==> config.mk <==
export PLATFORM = sky130hd
export DESIGN_NAME = sw_status_monitor
export DESIGN_NICKNAME = d
export VERILOG_FILES = /design/src/hdl/ram_bus_pkg.sv /design/src/hdl/sw_status_pkg.sv /design/src/hdl/ram_write_snoop.sv /design/src/hdl/test_status_decoder.sv /design/src/hdl/sw_log_fifo.sv /design/src/hdl/sw_status_monitor.sv
export SDC_FILE = /design/constraint.sdc
export NUM_CORES = 1
export LEC_CHECK = 0
export BUFFER_PORTS_ARGS = -buffer_cell sky130_fd_sc_hd__clkbuf_2
export CORE_MARGIN = 4
export CORE_UTILIZATION = 55
export DETAILED_ROUTE_END_ITERATION = 8
export PLACE_DENSITY = 0.72
export SKIP_LAST_GASP = 1
export SYNTH_ARGS = -nofsm -noshare
export SYNTH_HDL_FRONTEND = slang
export SYNTH_SLANG_ARGS = --single-unit
==> constraint.sdc <==
create_clock -name clk_i -period 4.5 [get_ports clk_i]
set_clock_uncertainty 0.05 [all_clocks]
set_input_delay 0.225 -clock clk_i [delete_from_list [all_inputs] [get_ports clk_i]]
set_output_delay 0.225 -clock clk_i [all_outputs]
set_load 0.01 [all_outputs]
==> src/hdl/ram_bus_pkg.sv <==
// RAM bus definitions
// Widths and vector types of the main RAM write port that the
// status monitor snoops

package ram_bus_pkg;

  // Byte address as seen by software
  parameter int ByteAw = 32;

  // Byte lane select bits below the word address
  parameter int ByteOffW = 2;

  // 64 KiB RAM word addressed by byte address bits 15:2
  parameter int RamAw = 14;

  // Write data width
  parameter int RamDw = 32;

  // Word address on the RAM port
  typedef logic [RamAw-1:0] ram_word_addr_t;

  // One write data word
  typedef logic [RamDw-1:0] ram_data_t;

  // Full byte address, used for the configured status and log locations
  typedef logic [ByteAw-1:0] byte_addr_t;

endpackage

==> src/hdl/sw_status_pkg.sv <==
// Software status definitions
// Status codes that software writes to the status word, and the
// test state the monitor derives from them

package sw_status_pkg;

  // Codes written by software to the status word
  // Boot ROM has started
  parameter ram_bus_pkg::ram_data_t StatusInBootRom = 32'h0000b090;

  // Test code is running
  parameter ram_bus_pkg::ram_data_t StatusInTest = 32'h00004354;

  // Test finished successfully
  parameter ram_bus_pkg::ram_data_t StatusPassed = 32'h0000900d;

  // Test finished with a failure
  parameter ram_bus_pkg::ram_data_t StatusFailed = 32'h0000baad;

  // Test state as decoded from the status writes
  // StPassed and StFailed are final until reset
  typedef enum logic [2:0] {
    StIdle      = 3'd0,
    StInBootRom = 3'd1,
    StInTest    = 3'd2,
    StPassed    = 3'd3,
    StFailed    = 3'd4
  } test_state_e;

endpackage

==> src/hdl/ram_write_snoop.sv <==
// RAM write snoop
// Registers writes on the main RAM port and flags the ones that hit
// the status word or the log word

module ram_write_snoop #(
  parameter ram_bus_pkg::byte_addr_t StatusAddr = 32'h0000fff8,
  parameter ram_bus_pkg::byte_addr_t LogAddr    = 32'h0000fffc
) (
  input  logic                       clk_i,
  input  logic                       rst_n_i,

  // Nothing is snooped while the CPU is stubbed
  input  logic                       stub_cpu_i,

  // Main RAM port
  input  logic                       req_i,
  input  logic                       write_i,
  input  ram_bus_pkg::ram_word_addr_t addr_i,
  input  ram_bus_pkg::ram_data_t      wdata_i,

  // One cycle hit pulses and the matching data word
  output logic                       status_hit_o,
  output logic                       log_hit_o,
  output ram_bus_pkg::ram_data_t      data_o
);

  // RAM only decodes the word address, so drop the byte lane bits
  localparam ram_bus_pkg::ram_word_addr_t StatusWordAddr =
      StatusAddr[ram_bus_pkg::RamAw+ram_bus_pkg::ByteOffW-1:ram_bus_pkg::ByteOffW];
  localparam ram_bus_pkg::ram_word_addr_t LogWordAddr =
      LogAddr[ram_bus_pkg::RamAw+ram_bus_pkg::ByteOffW-1:ram_bus_pkg::ByteOffW];

  logic write_seen;
  logic status_match;
  logic log_match;

  // A write the monitor is allowed to see
  assign write_seen = req_i && write_i && !stub_cpu_i;

  assign status_match = write_seen && (addr_i == StatusWordAddr);
  assign log_match    = write_seen && (addr_i == LogWordAddr);

  // Hit pulses
  always_ff @(posedge clk_i or negedge rst_n_i) begin
    if (!rst_n_i) begin
      status_hit_o <= 1'b0;
      log_hit_o    <= 1'b0;
    end else begin
      status_hit_o <= status_match;
      log_hit_o    <= log_match;
    end
  end

  // Data word of the last snooped write
  always_ff @(posedge clk_i) begin
    if (write_seen) begin
      data_o <= wdata_i;
    end
  end

endmodule

==> src/hdl/test_status_decoder.sv <==
// Test status decoder
// FSM that follows the status codes written by software and holds
// the final pass or fail result until reset

module test_status_decoder (
  input  logic                       clk_i,
  input  logic                       rst_n_i,

  // Status word write from the snoop stage
  input  logic                       status_hit_i,
  input  ram_bus_pkg::ram_data_t      data_i,

  // Decoded test state and result
  output sw_status_pkg::test_state_e  test_state_o,
  output logic                       test_done_o,
  output logic                       test_passed_o
);

  sw_status_pkg::test_state_e state_q;
  sw_status_pkg::test_state_e state_d;
  logic                       locked;

  // Final states ignore any further status writes
  assign locked = (state_q == sw_status_pkg::StPassed) ||
                  (state_q == sw_status_pkg::StFailed);

  always_comb begin
    state_d = state_q;
    if (status_hit_i && !locked) begin
      case (data_i)
        sw_status_pkg::StatusInBootRom: begin
          state_d = sw_status_pkg::StInBootRom;
        end
        sw_status_pkg::StatusInTest: begin
          state_d = sw_status_pkg::StInTest;
        end
        sw_status_pkg::StatusPassed: begin
          state_d = sw_status_pkg::StPassed;
        end
        sw_status_pkg::StatusFailed: begin
          state_d = sw_status_pkg::StFailed;
        end
        // Unknown codes leave the state as it is
        default: begin
          state_d = state_q;
        end
      endcase
    end
  end

  always_ff @(posedge clk_i or negedge rst_n_i) begin
    if (!rst_n_i) begin
      state_q <= sw_status_pkg::StIdle;
    end else begin
      state_q <= state_d;
    end
  end

  // Outputs follow the state register directly
  assign test_state_o  = state_q;
  assign test_done_o   = locked;
  assign test_passed_o = (state_q == sw_status_pkg::StPassed);

endmodule

==> src/hdl/sw_log_fifo.sv <==
// Software log FIFO
// Show-ahead circular buffer of log words written by software, with a
// sticky flag for words lost while full

module sw_log_fifo #(
  parameter int LogDepth = 8
) (
  input  logic                  clk_i,
  input  logic                  rst_n_i,

  // Write side from the snoop stage
  input  logic                  push_i,
  input  ram_bus_pkg::ram_data_t push_data_i,

  // Read side with the oldest word always shown
  input  logic                  pop_i,
  output logic                  valid_o,
  output ram_bus_pkg::ram_data_t data_o,

  // Set when a push is dropped and held until reset
  output logic                  overflow_o
);

  localparam int PtrW = $clog2(LogDepth);
  localparam int CntW = $clog2(LogDepth + 1);

  typedef logic [PtrW-1:0] ptr_t;
  typedef logic [CntW-1:0] cnt_t;

  ram_bus_pkg::ram_data_t mem [LogDepth];

  ptr_t wr_ptr;
  ptr_t rd_ptr;
  cnt_t count;

  logic full;
  logic empty;
  logic pop_ok;
  logic push_ok;

  assign empty = (count == '0);
  assign full  = (count == cnt_t'(LogDepth));

  // Pop of an empty FIFO is ignored
  assign pop_ok = pop_i && !empty;

  // A full FIFO still accepts a push when a word leaves on the same edge
  assign push_ok = push_i && (!full || pop_ok);

  always_ff @(posedge clk_i or negedge rst_n_i) begin
    if (!rst_n_i) begin
      wr_ptr     <= '0;
      rd_ptr     <= '0;
      count      <= '0;
      overflow_o <= 1'b0;
    end else begin
      if (push_ok) begin
        wr_ptr <= wr_ptr + 1'b1;
      end
      if (pop_ok) begin
        rd_ptr <= rd_ptr + 1'b1;
      end
      // Occupancy
      if (push_ok && !pop_ok) begin
        count <= count + 1'b1;
      end else if (pop_ok && !push_ok) begin
        count <= count - 1'b1;
      end
      // Word lost
      if (push_i && !push_ok) begin
        overflow_o <= 1'b1;
      end
    end
  end

  // Storage
  always_ff @(posedge clk_i) begin
    if (push_ok) begin
      mem[wr_ptr] <= push_data_i;
    end
  end

  assign valid_o = !empty;
  assign data_o  = mem[rd_ptr];

endmodule

==> src/hdl/sw_status_monitor.sv <==
// Software status monitor
// Snoops main RAM writes and turns status writes into a test state
// and log writes into a readable log FIFO

module sw_status_monitor #(
  parameter ram_bus_pkg::byte_addr_t StatusAddr = 32'h0000fff8,
  parameter ram_bus_pkg::byte_addr_t LogAddr    = 32'h0000fffc,
  parameter int                      LogDepth   = 8
) (
  input  logic                       clk_i,
  input  logic                       rst_n_i,
  input  logic                       stub_cpu_i,

  // Main RAM write port
  input  logic                       req_i,
  input  logic                       write_i,
  input  ram_bus_pkg::ram_word_addr_t addr_i,
  input  ram_bus_pkg::ram_data_t      wdata_i,

  // Test status
  output sw_status_pkg::test_state_e  test_state_o,
  output logic                       test_done_o,
  output logic                       test_passed_o,

  // Log reader
  input  logic                       log_pop_i,
  output logic                       log_valid_o,
  output ram_bus_pkg::ram_data_t      log_data_o,
  output logic                       log_overflow_o
);

  logic                   status_hit;
  logic                   log_hit;
  ram_bus_pkg::ram_data_t snoop_data;

  ram_write_snoop #(
    .StatusAddr (StatusAddr),
    .LogAddr    (LogAddr)
  ) u_ram_write_snoop (
    .clk_i        (clk_i),
    .rst_n_i      (rst_n_i),
    .stub_cpu_i   (stub_cpu_i),
    .req_i        (req_i),
    .write_i      (write_i),
    .addr_i       (addr_i),
    .wdata_i      (wdata_i),
    .status_hit_o (status_hit),
    .log_hit_o    (log_hit),
    .data_o       (snoop_data)
  );

  test_status_decoder u_test_status_decoder (
    .clk_i         (clk_i),
    .rst_n_i       (rst_n_i),
    .status_hit_i  (status_hit),
    .data_i        (snoop_data),
    .test_state_o  (test_state_o),
    .test_done_o   (test_done_o),
    .test_passed_o (test_passed_o)
  );

  sw_log_fifo #(
    .LogDepth (LogDepth)
  ) u_sw_log_fifo (
    .clk_i       (clk_i),
    .rst_n_i     (rst_n_i),
    .push_i      (log_hit),
    .push_data_i (snoop_data),
    .pop_i       (log_pop_i),
    .valid_o     (log_valid_o),
    .data_o      (log_data_o),
    .overflow_o  (log_overflow_o)
  );

endmodule

Word level (Yosys, flattened, before mapping)

Memory sizes are Yosys's and may differ from the RTL's.
Index checks and enable logic that the tools add are counted.

Memory bits (writable): 256
Bits of input ports: 52
Output and inout bits: 39
Logic and storage cells: 49
Memories kept: 1
Register bits: 48

Memories:

| memory            | words | width | rd ports | clocked after memory_dff | write ports | line              | RTL |
|---|---|---|---|---|---|---|---|
| u_sw_log_fifo.mem | 8     | 32    | 1        | 0                        | 1           | sw_log_fifo.sv:30 | `ram_bus_pkg::ram_data_t mem [LogDepth];` |

Add/sub/neg operators: 4
Muxes and demuxes: 5
Reductions and logical operators: 22
Eq/ne operators: 9

Operators with widths:

| cell                                                                     | number |
|---|---|
| 32-bit by 16-bit equality test with 1-bit output (second input constant) | 3 |
| 32-bit by 15-bit equality test with 1-bit output (second input constant) | 1 |
| 14-bit equality test (second input constant)                             | 2 |
| 3-bit one-hot mux with 4 select lines                                    | 1 |
| 1-bit logical AND                                                        | 10 |
| 4-bit 2-to-1 mux                                                         | 2 |
| 3-bit by 1-bit adder with 3-bit output (second input constant)           | 2 |
| 1-bit zero test                                                          | 6 |
| 4-bit by 1-bit adder with 4-bit output (second input constant)           | 1 |
| 4-bit equality test (second input constant)                              | 1 |
| 4-bit zero test                                                          | 1 |
| 4-bit nonzero test                                                       | 1 |
| 4-bit by 1-bit subtractor with 4-bit output (second input constant)      | 1 |
| 3-bit by 2-bit equality test with 1-bit output (second input constant)   | 1 |
| 3-bit equality test (second input constant)                              | 1 |
| 1-bit logical OR                                                         | 2 |
| 1-bit 2-to-1 mux                                                         | 2 |
| 2-bit AND reduction                                                      | 1 |
| 2-bit nonzero test                                                       | 1 |

Logic depth before layout (Yosys ltp)

Gate-level depths: netlist of the first run.

Depth after elaboration: 9
Mapped depth: 12
Depth with buffers taken out: 11

By module

From an unflattened synthesis of the first run, not the netlist that was laid out.

Cells, all modules: 521
Area, all modules: 11772.5 um2

Modules (own cells, without submodules):

| module              | seq. area each (um2) | times used | cells each | area an instance (um2) |
|---|---|---|---|---|
| sw_log_fifo         | 7962.6               | 1          | 435        | 10392.5 |
| ram_write_snoop     | 1011.0               | 1          | 43         | 1061.0 |
| test_status_decoder | 75.1                 | 1          | 43         | 319.1 |

Worst setup path after synthesis of the first run

Ideal clock, no wire load.

Kind: flip-flop to flip-flop
Start: register u_sw_log_fifo.count[0]
End: memory u_sw_log_fifo.mem[0][0] in the netlist's numbering (enable)
Stages on the path, launching flop included: 7
Library setup time: 461 ps
Arrival: 3249 ps
Required time: 3989 ps
Clock period less this slack: 3760 ps
Slack: 740 ps
Buffers on the path: 1
Cells stage by stage: dfrtp_1 nor3_1 nand3b_1 and2_1 clkbuf_1 nand2b_1 nor3_1

Longest elaborated chain between the ends: 7
Elaborated cells on any way between the ends: 9
Those cells by class: eq/ne (1); mux (2); reduce/logical (6)

Ends and longest elaborated chain:

| item                                       | line              | RTL |
|---|---|---|
| from (decl)                                | sw_log_fifo.sv:34 | `cnt_t count;` |
| from (signal assigned)                     | sw_log_fifo.sv:65 | `count <= count + 1'b1;` |
| from (signal assigned)                     | sw_log_fifo.sv:67 | `count <= count - 1'b1;` |
| 4-bit zero test                            | sw_log_fifo.sv:41 | `assign empty = (count == '0);` |
| 1-bit zero test                            | sw_log_fifo.sv:45 | `assign pop_ok = pop_i && !empty;` |
| 1-bit logical AND                          | sw_log_fifo.sv:45 |  |
| 1-bit logical OR (*)                       | sw_log_fifo.sv:48 | `assign push_ok = push_i && (!full \|\| pop_ok);` |
| 1-bit logical AND (*)                      | sw_log_fifo.sv:48 |  |
| via u_sw_log_fifo.push_ok                  | sw_log_fifo.sv:39 | `logic push_ok;` |
| 1-bit 2-to-1 mux (*)                       | sw_log_fifo.sv:78 | `if (push_ok) begin` |
| 1-bit 2-to-1 mux (not written as such) (*) | sw_log_fifo.sv:79 | `mem[wr_ptr] <= push_data_i;` |
| to (decl)                                  | sw_log_fifo.sv:30 |  |

Mark *: on every way through the listed nets, which the timed path passes. The rest lies on a longest branch.

Worst setup path in the final report of the first run

Start: register u_sw_log_fifo.rd_ptr[1]
End: output log_data_o[16]

Longest elaborated chain between the ends: 1

Ends and longest elaborated chain:

| item                   | line                    | RTL |
|---|---|---|
| from (decl)            | sw_log_fifo.sv:33       | `ptr_t rd_ptr;` |
| from (signal assigned) | sw_log_fifo.sv:61       | `rd_ptr <= rd_ptr + 1'b1;` |
| memory 8 x 32 bit      | n/a                     |  |
| to (decl)              | sw_status_monitor.sv:28 | `output ram_bus_pkg::ram_data_t log_data_o,` |

No other way between the ends.

==> results of run 1 <==
per-stage QoR:
step,instances,setup slack (ps),hold slack [ps],total power (W)
6_report,968,1380,57.2,0.00735
3_5_place_dp,873,1910,148,0.00506
5_1_grt,968,1220,53.9,0.00770
4_1_cts,968,1320,30.1,0.00745
3_3_place_gp,873,1930,129,0.00504
2_1_floorplan,519,740,-121,0.00454
what timing repair did:
item,in CTS,in global routing
endpoints found under the hold margin,53,0
setup endpoints to repair,0,0
gates resized for setup,0,0
hold buffers,39,0
buffers inserted,0,0
routing by layer:
layer / routed length (um) / track usage (%) / vias to the layer above / share of wire, %
met5: 0 / 0 / - / 0
met4: 249 / 3.78 / 0 / 1.1
met3: 1290 / 3.19 / 22 / 5.8
met2: 11600 / 32.8 / 186 / 52
met1: 9170 / 27.6 / 2981 / 41
li1: - / - / 2472 / -
worst paths after layout:
check,start,endpoint
setup / recovery,u_sw_log_fifo.rd_ptr[1],log_data_o[16]
hold / removal,stub_cpu_i,u_ram_write_snoop.data_o[4]
setup reg to reg,u_sw_log_fifo.count[0],u_sw_log_fifo.count[3]
hold reg to reg,u_sw_log_fifo.count[3],u_sw_log_fifo.count[3]
max in group asynchronous,rst_n_i,u_sw_log_fifo.rd_ptr[0]
min in group asynchronous,rst_n_i,u_sw_log_fifo.count[3]
state kept, by name (all words and copies together), names as in the netlist:
signal                              count
u_sw_log_fifo.mem                     256
u_ram_write_snoop.data_o               32
u_sw_log_fifo.count                     4
u_sw_log_fifo.rd_ptr                    3
u_sw_log_fifo.wr_ptr                    3
u_test_status_decoder.test_state_o      3
u_ram_write_snoop.log_hit_o             1
u_ram_write_snoop.status_hit_o          1
u_sw_log_fifo.overflow_o                1
synth_stat cells, types with 2 or more instances:
master    number  share of area [%]
nor3_1         6               0.26
xnor2_1        6               0.45
a21o_1         2               0.13
nor4_1         5               0.27
mux4_2        64                 12
nand2_1       11               0.36
or3_1          2               0.11
nand3_1        3               0.13
nand4_1        4               0.22
xor2_1         2               0.15
ha_1           5               0.54
edfxtp_1     288                 75
clkbuf_1      14               0.45
a21oi_1        3               0.13
inv_1          4               0.13
and3b_1        2               0.15
or4b_1         2               0.17
nor2_1        14               0.45
or2_1          2               0.11
mux2_2        35                3.4
nand2b_1       4               0.22
or4_1          3               0.19
dfrtp_1       16                3.5
buf_2          5               0.22
logic make-up after synthesis:
kind of cell / Yosys count / share of synthesized area [%]
AO/OA/AOI/OAI: 12 / 0.745
XOR/XNOR: 8 / 0.604
adder cells (fa/ha/maj): 6 / 0.712
buffers and inverters: 23 / 0.799
flip-flops: 304 / 78.1
multiplexers: 100 / 15.9
AND/OR/NAND/NOR: 66 / 3.15
cells in the final DEF (no fill, tap or decap), types with 9 or more instances in the layout:
| cell | instances |
|---|---|
| clkbuf_16 | 31 |
| clkinv_2 | 9 |
| dfrtp_1 | 14 |
| dlygate4sd3_1 | 39 |
| nand2_1 | 11 |
| mux2_2 | 35 |
| mux4_2 | 64 |
| clkbuf_2 | 90 |
| edfxtp_1 | 288 |
| buf_4 | 12 |
final cells by class:
cell class                 instances  area (um2)
clock buffer                      36         795
clock inverter                    20         156
fill                            1299        6700
inverter                           4        15.0
multi-input combinational        192        2480
sequential                       304        9050
tap                              270         338
timing repair buffer             142         951
power by group through the flow:
stage / Sequential, W / Combinational (W) / Clock [W]
finish: 0.00332 / 0.00167 / 0.00236
global route: 0.00334 / 0.00182 / 0.00255
CTS: 0.00332 / 0.00171 / 0.00242
detailed placement: 0.00338 / 0.00167 / 0
global placement: 0.00338 / 0.00166 / 0
floorplan: 0.00324 / 0.00130 / 0
==> metrics.md, run 1 <==
| Metric | Value |
|---|---|
| Max cap viols | `0` |
| Crit path time final | `3120 ps` |
| CP max FO | `34` |
| Global route overflow | `0` |
| Clock tree buffer depth | `3` |
| CTS tree | `built` |
| Comb power frac | `22.7%` |
| Synth warnings | `0` |
| Flops & latches, synth | `304` |
| # rows | `52` |
| CTS Sinks | `304` |
| Vias in the first global route | `6040` |
| Fin crit share | `69.4%` |
| Drt pass-1 iters | `5` |
| Worst slew pin tran | `831 ps` |
| Setup TNS | `0 ps` |
| Number of setup violations in the final report | `0` |
| NetSw | `0.00188 W` |
| Final Wtd Congestion | `0.825` |
| Final instance area | `13800 um2` |
| Cell count after synthesis | `519` |
| Worst path arrival time | `2850 ps` |
| Fin nets | `732` |
| I/O pin total | `91` |
| CP peak stage delay | `910 ps` |
| Worst path buffer plus inverter count | `2` |
| Critical path cell sequence | `buf_4 -> mux4_2 -> mux2_2 -> clkbuf_2` |
| Initial antenna violation count | `0` |
| WP depth | `4` |
| ANT nets after route | `0` |
| Die Wd | `153 um` |
| Hpwl dp | `12500 um` |
| Flop-to-flop setup slack | `1860 ps` |
| Synth cell types | `41` |
| Power Internal | `0.00547 W` |
| Worst R2R Path Depth | `11` |
| Asr flop ratio synth | `5.26%` |
| H-tree Lvls | `1` |
| HP Class | `primary input to register` |
| CP max stage cell | `dfrtp_2` |
| Clock Latency Late Sink | `540 ps` |
| Num CTS Buffers | `30` |
| F_max | `320 MHz` |
| Core Area | `20500 um2` |
| Clock transition at the registers of the reported paths | `60 ps` |
| Post-synth EDFFs | `288` |
| First-iteration detailed-routing DRC count | `433` |
| DRC | `0` |
| Post-synthesis sequential area ratio | `78.1%` |
| Initial core utilization | `56.6%` |
| Status | `finished, final reports clean` |
| First-pass GRT wire length | `35200 um` |
| Worst Setup End Kind | `output port` |
| CP Class | `register to output port` |
| RSZ-0062 raised after global routing | `no` |
| Vias per cell | `5.85` |
| Util after Layout | `67.3%` |
| Mapped Nets | `577` |
| DIE AREA | `23500 um2` |
| Pwr/cell area | `533 nW/um2` |
| Vias | `5661` |
| Pins Over Slew Limit | `0` |
| Critical path's top delay family | `flip-flops` |
| Hold Fails Final Rpt | `0` |
| Die Height | `153 um` |
| Fraction of layout cells with a size suffix above 1 | `37.4%` |
| Switching part of the total power | `25.6%` |
| Startpoint Class | `register` |
| Post-DP Area | `12500 um2` |
| Post-Route WL | `22300 um` |
| Mean Syn Cell Area | `22.3 um2` |
| CP required | `4220 ps` |
| Hold Crit Depth | `2` |
| IO buf count | `90` |
| Area grow syn2layout | `19.0%` |
| Rel. slew slack | `44.6%` |
| N_diodes | `0` |
| Flop pwr share | `45.2%` |
| VDD IR-drop max | `0.307 mV` |
| Cell Area, Synth | `11600 um2` |
| Clock power share | `32.1%` |
| Clock Root Buffer | `clkbuf_16` |
| GRT Total Usage | `19.4%` |
| Top FF cell, synth | `edfxtp_1` |
| Drt wl/cell | `23.1 um` |
| Pleak | `4.65 nW` |
| Largest net degree at the start of global routing | `51` |
Note: power is estimated with default switching activity, not from simulation.
==> run 2, diff against run 1 <==
Clock period 4.5 ns to 3.1 ns, I/O delays scaled along.
==> run 2 against run 1 <==
Cell area is 0.27% higher; clock-buffer cell count up 2; utilization increased by 0.18 points; worst hold slack worse by 28 ps; critical path type unchanged; critical path depth is the same; global-route usage about the same; register-to-register slack worse by 1300 ps; non-clock buffer count grew 5; sequential cell count stayed put; setup slack got worse by 1000 ps; largest cell class unchanged; sequential share of layout area is 0.18 points lower; first-iteration DRC count rose by 29%.
==> metrics.md, run 2 (same netlist as run 1, synthesis figures left out) <==
| Metric | Value |
|---|---|
| Area occupied by multi-input gates | `2500 um2` |
| Commonest non-fill, non-tap cell in the layout | `edfxtp_1` |
| N_diodes | `0` |
| Vias | `5645` |
| DRC | `0` |
| Status | `finished, final reports clean` |
| Largest net degree at the start of global routing | `35` |
| Clock transition at the registers of the reported paths | `60 ps` |
| Commonest cells after routing, fill and taps aside | `288 x edfxtp_1, 90 x clkbuf_2, 64 x mux4_2` |
| CP max FO | `21` |
| Largest register FFs | `256` |
| Biggest register | `u_sw_log_fifo.mem` |
| Startpoint Class | `register` |
| Postcts setup bufs | `0` |
| Drt pass-1 iters | `5` |
| HP Class | `primary input to asynchronous set/reset pin` |
| CTS Sinks | `304` |
| Final Worst Setup Slack | `344 ps` |
| Vias in the first global route | `6071` |
| Pwr/cell area | `768 nW/um2` |
| Largest regs | `u_sw_log_fifo.mem (256), u_ram_write_snoop.data_o (32), u_sw_log_fifo.count (4)` |
| Post-Route WL | `22500 um` |
| CP Launch Point | `u_sw_log_fifo.rd_ptr[0]` |
| I/O pin total | `91` |
| Die Height | `153 um` |
| Vias per cell | `5.80` |
| Global route overflow | `0` |
| # rows | `52` |
| Rel. slew slack | `39.8%` |
| Crit path time final | `2760 ps` |
| Area grow syn2layout | `19.3%` |
| Register area | `9050 um2` |
| Worst Setup End Kind | `output port` |
| Worst R2R Path Depth | `11` |
| Fraction of layout cells with a size suffix above 1 | `37.1%` |
| Worst R2R End | `u_sw_log_fifo.count[3]` |
| DIE AREA | `23500 um2` |
| H-tree Lvls | `1` |
| VDD IR-drop max | `0.543 mV` |
| First-iteration detailed-routing DRC count | `559` |
| Drt wl/cell | `23.1 um` |
| CP required | `2890 ps` |
| Clock Root Buffer | `clkbuf_16` |
| CP Class | `register to output port` |
| FILL cells | `1319` |
| GRT met1 Usage | `28.3%` |
| Die Wd | `153 um` |
| Cells resized by post-CTS repair | `0` |
| Max cap viols | `0` |
| F_max | `363 MHz` |
| Worst slew pin tran | `903 ps` |
| Clock Latency Late Sink | `540 ps` |
| Hold Fails Final Rpt | `0` |
| Initial core utilization | `56.6%` |
| Core Area | `20500 um2` |
| Fin crit share | `88.9%` |
| Hold slack | `29.5 ps` |
| Final Wtd Congestion | `0.780` |
| Grt met3 use | `2.94%` |
| GRT Total Usage | `19.5%` |
| Hpwl dp | `12900 um` |
| Num CTS Buffers | `31` |
| Met2 GRT Util | `32.5%` |
| CTS tree | `built` |
| Pins Over Slew Limit | `0` |
| Fin nets | `738` |
| RSZ-0062 raised after global routing | `no` |
| Number of setup violations in the final report | `0` |
| IO buf count | `90` |
| Worst path arrival time | `2550 ps` |
| ANT nets after route | `0` |
| RR Startpoint | `u_sw_log_fifo.count[0]` |
| First-pass GRT wire length | `35300 um` |
| Clock tree buffer depth | `3` |
| Placement Setup Slack | `531 ps` |
| Flop-to-flop setup slack | `520 ps` |
| GRT busiest layer | `met2` |
| Pleak | `4.65 nW` |
| Initial antenna violation count | `0` |
| Setup TNS | `0 ps` |
run 2: worst max-delay path, cell delays in order, from the launching register on:
cell      delay [ps]
dfrtp_4          710
buf_4            340
mux4_2           530
mux2_2           290
clkbuf_2         140
run 2: worst max path at each step:
| stage | slack (ps) | to |
|---|---|---|
| finish | 340 | log_data_o[16] |
| global route | 180 | log_data_o[16] |
| CTS | 270 | log_data_o[16] |
| detailed placement | 530 | u_sw_log_fifo.mem[2][11] |
| global placement | 590 | u_sw_log_fifo.count[3] |
| floorplan | 200 | u_sw_log_fifo.mem[7][0] |
run 2: power breakdown:
part	internal (W)	switching, W
Combinational	0.00146	0.00112
Clock	0.00183	0.00142
Sequential	0.00456	0.000225
run 2: timing repair:
item	in CTS	in global routing
endpoints found under the setup margin	0	0
hold buffers	39	0
hold endpoints to repair	54	0
run 2: final cells by class:
cell class              instances  area share [%]
multi-input cells             192            18.0
flip-flops and latches        304            65.5
well taps                     270            2.44
repair buffers                147            7.42
inverters                       4           0.109
clock inverters                19           0.715
clock buffers                  38            5.80
run 2: through the flow:
stage               utilization, %  std cells  cell area (um2)  power [W]
global placement              61.2        878            12500    0.00742
detailed placement            61.2        878            12500    0.00745
global route                  67.5        974            13800     0.0111
finish                        67.5        974            13800     0.0106
floorplan                        -        519            11600    0.00659
CTS                           67.5        974            13800     0.0107
run 2: layer usage:
| metal | part of all wire, % | vias up |
|---|---|---|
| met5 | 0 | - |
| met4 | 1.0 | 0 |
| met3 | 5.4 | 23 |
| met2 | 51 | 180 |
| met1 | 42 | 2959 |
| li1 | - | 2483 |
